$ cat config.mk
export PLATFORM = sky130hd
export DESIGN_NAME = rover_top
export DESIGN_NICKNAME = d
export VERILOG_FILES = /design/src/rover_cmd_pkg.sv /design/src/rover_motor_pkg.sv /design/src/drive_mode_fsm.sv /design/src/wheel_mixer.sv /design/src/wheel_pwm.sv /design/src/rover_top.sv
export SDC_FILE = /design/constraint.sdc
export NUM_CORES = 1
export LEC_CHECK = 0
export ABC_AREA = 1
export BUFFER_PORTS_ARGS = -buffer_cell sky130_fd_sc_hd__buf_2
export CORE_UTILIZATION = 55
export CTS_BUF_LIST = sky130_fd_sc_hd__clkbuf_4 sky130_fd_sc_hd__clkbuf_8
export CTS_CLUSTER_SIZE = 8
export DETAILED_ROUTE_END_ITERATION = 8
export GPL_TIMING_DRIVEN = 0
export PLACE_DENSITY = 0.78
export SLEW_MARGIN = 15
export SYNTH_ARGS = -nofsm -noshare
export SYNTH_HDL_FRONTEND = slang
export SYNTH_SLANG_ARGS = --single-unit
$ cat constraint.sdc
create_clock -name clk_50 -period 2 [get_ports clk_50]
set_clock_uncertainty 0.1 [all_clocks]
set_input_delay 0.2 -clock clk_50 [delete_from_list [all_inputs] [get_ports clk_50]]
set_output_delay 0.2 -clock clk_50 [all_outputs]
set_load 0.02 [all_outputs]
$ cat src/rover_cmd_pkg.sv
`default_nettype none

package rover_cmd_pkg;

    // ~ remote keys ~~~~~~~~~~~~~~~~~~~~~~~~~~~~~~~~~~~

    // decoded byte from the ir remote.
    typedef logic [7:0] key_code_t;

    // mode selection keys.
    localparam key_code_t KEY_CAM    = 8'h0f;
    localparam key_code_t KEY_REMOTE = 8'h13;
    localparam key_code_t KEY_IDLE   = 8'h10;

    // manual drive keys, used in remote mode only.
    localparam key_code_t KEY_FWD    = 8'h18;
    localparam key_code_t KEY_LEFT   = 8'h08;
    localparam key_code_t KEY_RIGHT  = 8'h5a;
    localparam key_code_t KEY_STOP   = 8'h1c;

    // ~ camera inputs ~~~~~~~~~~~~~~~~~~~~~~~~~~~~~~~~~

    // target direction, anything else is unknown.
    typedef logic [2:0] cam_dir_t;
    localparam cam_dir_t DIR_LEFT   = 3'b001;
    localparam cam_dir_t DIR_RIGHT  = 3'b010;
    localparam cam_dir_t DIR_CENTER = 3'b011;

    // speed class, 3 is invalid.
    typedef logic [1:0] speed_class_t;
    localparam speed_class_t SPEED_SLOW   = 2'd0;
    localparam speed_class_t SPEED_MEDIUM = 2'd1;
    localparam speed_class_t SPEED_FAST   = 2'd2;

    // ~ state encodings ~~~~~~~~~~~~~~~~~~~~~~~~~~~~~~~

    typedef enum logic [1:0] {
        MODE_IDLE   = 2'b00,
        MODE_CAM    = 2'b01,
        MODE_REMOTE = 2'b10
    } rover_mode_e;

    // pause is held whenever camera mode is not active.
    typedef enum logic [1:0] {
        CAM_SEARCH = 2'b00,
        CAM_FOLLOW = 2'b01,
        CAM_PAUSE  = 2'b11
    } cam_state_e;

    typedef enum logic [2:0] {
        DRV_STOP   = 3'b000,
        DRV_LEFT   = 3'b001,
        DRV_RIGHT  = 3'b010,
        DRV_SLOW   = 3'b011,
        DRV_MEDIUM = 3'b100,
        DRV_FAST   = 3'b101
    } drive_cmd_e;

endpackage

`default_nettype wire

$ cat src/rover_motor_pkg.sv
`default_nettype none

package rover_motor_pkg;

    // ~ wheels and pwm ~~~~~~~~~~~~~~~~~~~~~~~~~~~~~~~~

    // left wheel first, then right.
    localparam int NUM_WHEELS  = 2;
    localparam int WHEEL_LEFT  = 0;
    localparam int WHEEL_RIGHT = 1;

    // clock cycles per pwm period.
    localparam int PWM_PERIOD = 100;

    // high cycles per period, also wide enough for the period counter.
    typedef logic [6:0] duty_t;

    // ~ duty levels ~~~~~~~~~~~~~~~~~~~~~~~~~~~~~~~~~~~

    localparam duty_t DUTY_TURN   = 7'd40;
    localparam duty_t DUTY_SLOW   = 7'd30;
    localparam duty_t DUTY_MEDIUM = 7'd60;
    localparam duty_t DUTY_FAST   = 7'd90;

    // command for one wheel channel.
    typedef struct packed {
        duty_t duty;
        logic  reverse;
    } wheel_cmd_t;

endpackage

`default_nettype wire

$ cat src/drive_mode_fsm.sv
`timescale 1ns/10ps
`default_nettype none

module drive_mode_fsm (
    input  wire                                clk_50,
    input  wire                                rst_n,
    input  wire rover_cmd_pkg::key_code_t      key_code,
    input  wire                                key_valid,
    input  wire                                target_seen,
    input  wire rover_cmd_pkg::cam_dir_t       target_dir,
    input  wire rover_cmd_pkg::speed_class_t   speed_class,
    output rover_cmd_pkg::rover_mode_e         mode,
    output rover_cmd_pkg::cam_state_e          cam_state,
    output rover_cmd_pkg::drive_cmd_e          drive_cmd,
    output logic                               mode_change
);

    rover_cmd_pkg::rover_mode_e mode_next;
    rover_cmd_pkg::cam_state_e  cam_next;
    rover_cmd_pkg::drive_cmd_e  drive_next;
    rover_cmd_pkg::drive_cmd_e  follow_cmd;
    rover_cmd_pkg::drive_cmd_e  remote_cmd;

    // ~ mode ~~~~~~~~~~~~~~~~~~~~~~~~~~~~~~~~~~~~~~~~~~

    // keys only count with their strobe.
    always_comb begin
        mode_next = mode;
        if (key_valid) begin
            case (mode)
                rover_cmd_pkg::MODE_IDLE: begin
                    if (key_code == rover_cmd_pkg::KEY_CAM)
                        mode_next = rover_cmd_pkg::MODE_CAM;
                    else if (key_code == rover_cmd_pkg::KEY_REMOTE)
                        mode_next = rover_cmd_pkg::MODE_REMOTE;
                end
                rover_cmd_pkg::MODE_CAM: begin
                    if (key_code == rover_cmd_pkg::KEY_REMOTE)
                        mode_next = rover_cmd_pkg::MODE_REMOTE;
                    else if (key_code == rover_cmd_pkg::KEY_IDLE)
                        mode_next = rover_cmd_pkg::MODE_IDLE;
                end
                rover_cmd_pkg::MODE_REMOTE: begin
                    if (key_code == rover_cmd_pkg::KEY_CAM)
                        mode_next = rover_cmd_pkg::MODE_CAM;
                    else if (key_code == rover_cmd_pkg::KEY_IDLE)
                        mode_next = rover_cmd_pkg::MODE_IDLE;
                end
                default: mode_next = rover_cmd_pkg::MODE_IDLE;
            endcase
        end
    end

    // ~ camera tracking ~~~~~~~~~~~~~~~~~~~~~~~~~~~~~~~

    // decided on the next mode, so leaving camera mode pauses at once.
    always_comb begin
        cam_next = cam_state;
        if (mode_next != rover_cmd_pkg::MODE_CAM) begin
            cam_next = rover_cmd_pkg::CAM_PAUSE;
        end else begin
            case (cam_state)
                rover_cmd_pkg::CAM_PAUSE:  cam_next = rover_cmd_pkg::CAM_SEARCH;
                rover_cmd_pkg::CAM_SEARCH: begin
                    if (target_seen)
                        cam_next = rover_cmd_pkg::CAM_FOLLOW;
                end
                rover_cmd_pkg::CAM_FOLLOW: begin
                    if (!target_seen)
                        cam_next = rover_cmd_pkg::CAM_SEARCH;
                end
                default: cam_next = rover_cmd_pkg::CAM_PAUSE;
            endcase
        end
    end

    // ~ drive command ~~~~~~~~~~~~~~~~~~~~~~~~~~~~~~~~~

    // steering while following; unknown direction or bad speed stops.
    always_comb begin
        follow_cmd = rover_cmd_pkg::DRV_STOP;
        case (target_dir)
            rover_cmd_pkg::DIR_LEFT:  follow_cmd = rover_cmd_pkg::DRV_LEFT;
            rover_cmd_pkg::DIR_RIGHT: follow_cmd = rover_cmd_pkg::DRV_RIGHT;
            rover_cmd_pkg::DIR_CENTER: begin
                case (speed_class)
                    rover_cmd_pkg::SPEED_SLOW:   follow_cmd = rover_cmd_pkg::DRV_SLOW;
                    rover_cmd_pkg::SPEED_MEDIUM: follow_cmd = rover_cmd_pkg::DRV_MEDIUM;
                    rover_cmd_pkg::SPEED_FAST:   follow_cmd = rover_cmd_pkg::DRV_FAST;
                    default:                     follow_cmd = rover_cmd_pkg::DRV_STOP;
                endcase
            end
            default: follow_cmd = rover_cmd_pkg::DRV_STOP;
        endcase
    end

    // remote mode holds the last command until a drive key arrives.
    always_comb begin
        remote_cmd = drive_cmd;
        if (mode != rover_cmd_pkg::MODE_REMOTE) begin
            remote_cmd = rover_cmd_pkg::DRV_STOP;
        end else if (key_valid) begin
            case (key_code)
                rover_cmd_pkg::KEY_FWD:   remote_cmd = rover_cmd_pkg::DRV_MEDIUM;
                rover_cmd_pkg::KEY_LEFT:  remote_cmd = rover_cmd_pkg::DRV_LEFT;
                rover_cmd_pkg::KEY_RIGHT: remote_cmd = rover_cmd_pkg::DRV_RIGHT;
                rover_cmd_pkg::KEY_STOP:  remote_cmd = rover_cmd_pkg::DRV_STOP;
                default:                  remote_cmd = drive_cmd;
            endcase
        end
    end

    always_comb begin
        case (mode_next)
            rover_cmd_pkg::MODE_CAM: begin
                if (cam_next == rover_cmd_pkg::CAM_FOLLOW)
                    drive_next = follow_cmd;
                else
                    drive_next = rover_cmd_pkg::DRV_RIGHT;
            end
            rover_cmd_pkg::MODE_REMOTE: drive_next = remote_cmd;
            default:                    drive_next = rover_cmd_pkg::DRV_STOP;
        endcase
    end

    always_ff @(posedge clk_50 or negedge rst_n) begin
        if (!rst_n) begin
            mode        <= rover_cmd_pkg::MODE_IDLE;
            cam_state   <= rover_cmd_pkg::CAM_PAUSE;
            drive_cmd   <= rover_cmd_pkg::DRV_STOP;
            mode_change <= 1'b0;
        end else begin
            mode        <= mode_next;
            cam_state   <= cam_next;
            drive_cmd   <= drive_next;
            mode_change <= (mode_next != mode) || (cam_next != cam_state);
        end
    end

endmodule

`default_nettype wire

$ cat src/wheel_mixer.sv
`timescale 1ns/10ps
`default_nettype none

module wheel_mixer (
    input  wire                                          clk_50,
    input  wire                                          rst_n,
    input  wire rover_cmd_pkg::drive_cmd_e               drive_cmd,
    output rover_motor_pkg::wheel_cmd_t [rover_motor_pkg::NUM_WHEELS-1:0] wheel_cmd
);

    rover_motor_pkg::wheel_cmd_t [rover_motor_pkg::NUM_WHEELS-1:0] mix;

    // ~ differential mix ~~~~~~~~~~~~~~~~~~~~~~~~~~~~~~

    // turns spin the wheels against each other at turn duty.
    always_comb begin
        mix = '0;
        case (drive_cmd)
            rover_cmd_pkg::DRV_LEFT: begin
                mix[rover_motor_pkg::WHEEL_LEFT] =
                    '{duty: rover_motor_pkg::DUTY_TURN, reverse: 1'b1};
                mix[rover_motor_pkg::WHEEL_RIGHT] =
                    '{duty: rover_motor_pkg::DUTY_TURN, reverse: 1'b0};
            end
            rover_cmd_pkg::DRV_RIGHT: begin
                mix[rover_motor_pkg::WHEEL_LEFT] =
                    '{duty: rover_motor_pkg::DUTY_TURN, reverse: 1'b0};
                mix[rover_motor_pkg::WHEEL_RIGHT] =
                    '{duty: rover_motor_pkg::DUTY_TURN, reverse: 1'b1};
            end
            rover_cmd_pkg::DRV_SLOW: begin
                mix[rover_motor_pkg::WHEEL_LEFT] =
                    '{duty: rover_motor_pkg::DUTY_SLOW, reverse: 1'b0};
                mix[rover_motor_pkg::WHEEL_RIGHT] =
                    '{duty: rover_motor_pkg::DUTY_SLOW, reverse: 1'b0};
            end
            rover_cmd_pkg::DRV_MEDIUM: begin
                mix[rover_motor_pkg::WHEEL_LEFT] =
                    '{duty: rover_motor_pkg::DUTY_MEDIUM, reverse: 1'b0};
                mix[rover_motor_pkg::WHEEL_RIGHT] =
                    '{duty: rover_motor_pkg::DUTY_MEDIUM, reverse: 1'b0};
            end
            rover_cmd_pkg::DRV_FAST: begin
                mix[rover_motor_pkg::WHEEL_LEFT] =
                    '{duty: rover_motor_pkg::DUTY_FAST, reverse: 1'b0};
                mix[rover_motor_pkg::WHEEL_RIGHT] =
                    '{duty: rover_motor_pkg::DUTY_FAST, reverse: 1'b0};
            end
            // stop and unused codes leave both wheels idle.
            default: mix = '0;
        endcase
    end

    always_ff @(posedge clk_50 or negedge rst_n) begin
        if (!rst_n) begin
            wheel_cmd <= '0;
        end else begin
            wheel_cmd <= mix;
        end
    end

endmodule

`default_nettype wire

$ cat src/wheel_pwm.sv
`timescale 1ns/10ps
`default_nettype none

module wheel_pwm (
    input  wire                          clk_50,
    input  wire                          rst_n,
    input  wire rover_motor_pkg::wheel_cmd_t cmd,
    output logic                         pwm,
    output logic                         reverse
);

    localparam rover_motor_pkg::duty_t CNT_LAST =
        rover_motor_pkg::duty_t'(rover_motor_pkg::PWM_PERIOD - 1);

    rover_motor_pkg::duty_t cnt;
    rover_motor_pkg::duty_t duty_q;
    rover_motor_pkg::duty_t duty_now;

    // ~ period counter ~~~~~~~~~~~~~~~~~~~~~~~~~~~~~~~~

    always_ff @(posedge clk_50 or negedge rst_n) begin
        if (!rst_n) begin
            cnt <= '0;
        end else if (cnt == CNT_LAST) begin
            cnt <= '0;
        end else begin
            cnt <= cnt + 1'b1;
        end
    end

    // at count 0 the incoming duty is used directly, so the whole
    // period runs on the new command.
    assign duty_now = (cnt == '0) ? cmd.duty : duty_q;

    // ~ latch and output ~~~~~~~~~~~~~~~~~~~~~~~~~~~~~~

    // pwm and reverse are registered, one cycle behind the count.
    always_ff @(posedge clk_50 or negedge rst_n) begin
        if (!rst_n) begin
            duty_q  <= '0;
            reverse <= 1'b0;
            pwm     <= 1'b0;
        end else begin
            if (cnt == '0) begin
                duty_q  <= cmd.duty;
                reverse <= cmd.reverse;
            end
            pwm <= (cnt < duty_now);
        end
    end

endmodule

`default_nettype wire

$ cat src/rover_top.sv
`timescale 1ns/10ps
`default_nettype none

module rover_top (
    input  wire                                clk_50,
    input  wire                                rst_n,
    input  wire rover_cmd_pkg::key_code_t      key_code,
    input  wire                                key_valid,
    input  wire                                target_seen,
    input  wire rover_cmd_pkg::cam_dir_t       target_dir,
    input  wire rover_cmd_pkg::speed_class_t   speed_class,
    output rover_cmd_pkg::rover_mode_e         mode,
    output rover_cmd_pkg::cam_state_e          cam_state,
    output rover_cmd_pkg::drive_cmd_e          drive_cmd,
    output logic                               mode_change,
    output logic [rover_motor_pkg::NUM_WHEELS-1:0] pwm,
    output logic [rover_motor_pkg::NUM_WHEELS-1:0] reverse
);

    rover_motor_pkg::wheel_cmd_t [rover_motor_pkg::NUM_WHEELS-1:0] wheel_cmd;

    drive_mode_fsm i_drive_mode_fsm (
        .clk_50      (clk_50),
        .rst_n       (rst_n),
        .key_code    (key_code),
        .key_valid   (key_valid),
        .target_seen (target_seen),
        .target_dir  (target_dir),
        .speed_class (speed_class),
        .mode        (mode),
        .cam_state   (cam_state),
        .drive_cmd   (drive_cmd),
        .mode_change (mode_change)
    );

    wheel_mixer i_wheel_mixer (
        .clk_50    (clk_50),
        .rst_n     (rst_n),
        .drive_cmd (drive_cmd),
        .wheel_cmd (wheel_cmd)
    );

    // ~ wheel channels ~~~~~~~~~~~~~~~~~~~~~~~~~~~~~~~~

    // one pwm channel per wheel, index 0 is the left wheel.
    for (genvar w = 0; w < rover_motor_pkg::NUM_WHEELS; w++) begin : g_wheel
        wheel_pwm i_wheel_pwm (
            .clk_50  (clk_50),
            .rst_n   (rst_n),
            .cmd     (wheel_cmd[w]),
            .pwm     (pwm[w]),
            .reverse (reverse[w])
        );
    end

endmodule

`default_nettype wire

==> flow_metrics.py <==
metrics = {
    "pwr": {
        "power.density_nw_per_um2": 686,
        "peakVddDrop_mv": 0.478,
        "p_leak_nw": 1.93,
        "p_total_mw": 2.50,
    },
    "finish": {
        "fillers": 348,
        "drive_gt1_frac": 0.380,
        "area_growth_pct": 30.4,
        "nets": 460,
        "diodes": 0,
    },
    "clocking": {
        "clk_pin_slew_ns": 0.08,
        "cts.path.max_buffers": 2,
        "cts_root_buf": "clkbuf_8",
        "htree_levels": 2,
        "cts.sinks": 48,
        "cts_inserted_buffers": 5,
        "insertion_delay_ns": 0.30,
        "cts_tree": "done",
    },
    "sta": {
        "rsz0062_at_grt": "true",
        "worst_pin_slew_ns": 1.01,
        "fin_ws_ns": -0.00157,
        "hold_viol": 37,
        "setup_viol": 1,
        "min_period_over_period": 1.00,
        "fmax_mhz": 500,
        "fin_hold_ws_ns": -0.0364,
        "relSlewSlack": 0.328,
        "period_needed_ns": 2.00,
        "slew_viol_final": 0,
    },
    "placed_design": {
        "pre_cts_slack_ns": -0.280,
        "place_hpwl_um": 3730,
        "portBuffers": 28,
        "place.gp.congestion": 0.840,
    },
    "die": {
        "design.core.area_um2": 4820,
        "dieArea_um2": 5370,
        "io_pins": 29,
        "die_w_um": 73.3,
        "die_h_um": 73.3,
        "num_rows": 25,
        "initial_core_util": 0.580,
    },
    "route": {
        "wire_per_inst_um": 11.9,
        "totalWireLength_um": 5860,
        "met3WireLength_um": 159,
        "first_iter_violations": 112,
        "route.vias.total": 2461,
        "antenna_left": 0,
        "met2_length_um": 3030,
        "wl_met1_um": 2570,
        "top_layer": "met4",
        "vias_per_cell": 5.01,
        "drcViolationCount": 0,
        "dr.pass1.iters": 5,
    },
    "setup_path": {
        "critPathLaunchType": "flop",
        "end_kind": "flop",
        "required_ns": 2.08,
        "path_class": "flop to flop",
        "path_max_fanout": 7,
        "r2r_slack_ns": -0.002,
        "critPathArrivalTime_ns": 2.09,
    },
    "global_routing": {
        "grt_max_degree": 49,
        "grtUsageTotal": 0.221,
        "antenna_found_initial": 0,
        "grt_pass1_wl_um": 9050,
        "grt_pass1_vias": 2154,
        "overflow": 0,
    },
    "yosys": {
        "synth_edf_count": 0,
        "yosys_register_bits": 48,
        "syn_area_um2": 2790,
        "synth_cells": 359,
        "netlist-cell-type-count": 29,
        "yosysSeqAreaShare": 0.431,
        "synth_flop_cell": "dfrtp_1",
        "synth.avg_cell_area_um2": 7.78,
        "async_flop_share": 1.00,
        "yosys_warnings": 0,
        "synth_nets": 396,
    },
    "status": {
        "status": "finished with violations",
        "violations": "negative hold slack, negative setup slack",
    },
    "hold_path": {
        "hold_class": "primary input to async pin",
    },
    "run": {
        "maxCapViolCount": 0,
    },
}
[placed cells by master (no fill, tap or decap), drive strengths merged]
cell | synthesis | routed
nand4 | 7 | 7
or2 | 2 | 2
o221ai | 1 | 1
mux2 | 1 | 1
nor3 | 13 | 13
o31ai | 2 | 2
nand3 | 19 | 19
dfrtp | 46 | 46
dfstp | 2 | 2
a21oi | 11 | 11
clkbuf | 0 | 8
o21ai | 15 | 15
nor4 | 1 | 1
ha | 20 | 20
xor2 | 1 | 1
nor2 | 48 | 48
nand2 | 91 | 91
inv | 74 | 74
buf | 5 | 62
[flip-flops by register name (all words and copies together), names as in the netlist]
name and flops:
g_wheel.i_wheel_pwm.cnt 14, g_wheel.i_wheel_pwm.duty_q 14, g_wheel.i_wheel_pwm.pwm 2, g_wheel.i_wheel_pwm.reverse 2
i_drive_mode_fsm.cam_state 2, i_drive_mode_fsm.drive_cmd 3, i_drive_mode_fsm.mode 2, i_drive_mode_fsm.mode_change 1
i_wheel_mixer.wheel_cmd 8
[routing by layer]
layer,global-route usage,up-vias
met5,0,-
met4,0.0828,0
met3,0.0412,11
met2,0.387,45
met1,0.269,1162
li1,-,1243
[kinds of logic (layout without fill, tap and decap cells)]
logic type               Yosys count  after routing  synth area share
AO/OA/AOI/OAI                     29             29            0.0658
XOR/XNOR                           1              1           0.00314
adder cells (fa/ha/maj)           20             20            0.0896
buffers and inverters             79            144             0.113
flip-flops                        48             48             0.431
multiplexers                       1              1           0.00403
AND/OR/NAND/NOR                  181            181             0.294
[synth_stat cells, types with 3 or more instances]
library cell | instances | share of area
nand2_2 | 4 | 0.0090
nand2_1 | 86 | 0.12
buf_4 | 5 | 0.013
o21ai_0 | 4 | 0.0072
nor2_1 | 40 | 0.054
inv_2 | 9 | 0.012
o21ai_2 | 8 | 0.025
nor2_2 | 7 | 0.016
ha_1 | 20 | 0.090
nor3_1 | 12 | 0.021
inv_1 | 65 | 0.087
o21ai_1 | 3 | 0.0054
a21oi_1 | 11 | 0.020
nand4_1 | 6 | 0.013
nand3_1 | 18 | 0.032
dfrtp_1 | 46 | 0.41
[repair_timing]
| action | 4_1_cts | 5_1_grt |
|---|---|---|
| cloned | 1 | 0 |
| endpoints found under the hold margin | 0 | 0 |
| hold buffers | 0 | 0 |
| gates resized for setup | 28 | 47 |
| setup endpoints to repair | 3 | 6 |
| buffers inserted | 12 | 16 |
| pin swaps | 11 | 24 |
[critical path, cell delays in order (launching register included)]
cell	delay, ns
dfrtp_1	0.37
inv_2	0.06
ha_4	0.16
buf_6	0.11
nand4_1	0.24
nand2_1	0.11
nand2_2	0.08
inv_2	0.05
ha_4	0.27
a21oi_4	0.05
o31ai_2	0.26
a21oi_2	0.05
[final timing paths]
check                                                                  end                               startpoint  cells past startpoint
worst max-delay path                  g_wheel[1].i_wheel_pwm.pwm$_DFF_PN0_  g_wheel[1].i_wheel_pwm.cnt[0]$_DFF_PN0_                     11
worst min-delay path               g_wheel[0].i_wheel_pwm.cnt[5]$_DFF_PN0_                                    rst_n                      1
worst max register to register        g_wheel[1].i_wheel_pwm.pwm$_DFF_PN0_  g_wheel[1].i_wheel_pwm.cnt[0]$_DFF_PN0_                     11
worst min register to register  g_wheel[1].i_wheel_pwm.reverse$_DFFE_PN0P_     i_wheel_mixer.wheel_cmd[8]$_DFF_PN0_                      2
max in group asynchronous          g_wheel[1].i_wheel_pwm.cnt[4]$_DFF_PN0_                                    rst_n                      1
min in group clk_50                 i_drive_mode_fsm.mode_change$_DFF_PN0_                                key_valid                      3
[metrics by stage]
| step | util | cell area, um^2 | instances | setup TNS, ns | hold WS, ns |
|---|---|---|---|---|---|
| after detailed placement | 0.626 | 3020 | 454 | -0.792 | 0.332 |
| after CTS | 0.691 | 3330 | 475 | -0.0212 | 0.00544 |
| after global routing | 0.756 | 3640 | 491 | -0.167 | 0.0435 |
| after global placement | 0.626 | 3020 | 454 | -0.513 | 0.323 |
| after floorplan | - | 2790 | 359 | 0 | -0.196 |
| final | 0.756 | 3640 | 491 | -0.00157 | -0.0364 |
[power by group]
| part | internal [mW] | switching (mW) |
|---|---|---|
| clock | 0.309 | 0.292 |
| combinational | 0.292 | 0.459 |
| sequential | 1.06 | 0.0886 |
[layout make-up]
type | instances | area (um^2) | area share
Buffer | 5 | 41.3 | 0.0113
Timing Repair Buffer | 57 | 365 | 0.100
Tap cell | 67 | 83.8 | 0.0230
Clock buffer | 8 | 97.6 | 0.0268
Multi-Input combinational cell | 232 | 1560 | 0.429
Inverter | 74 | 278 | 0.0762
Sequential cell | 48 | 1210 | 0.333
No activity file was read; power rests on OpenSTA's default activity.
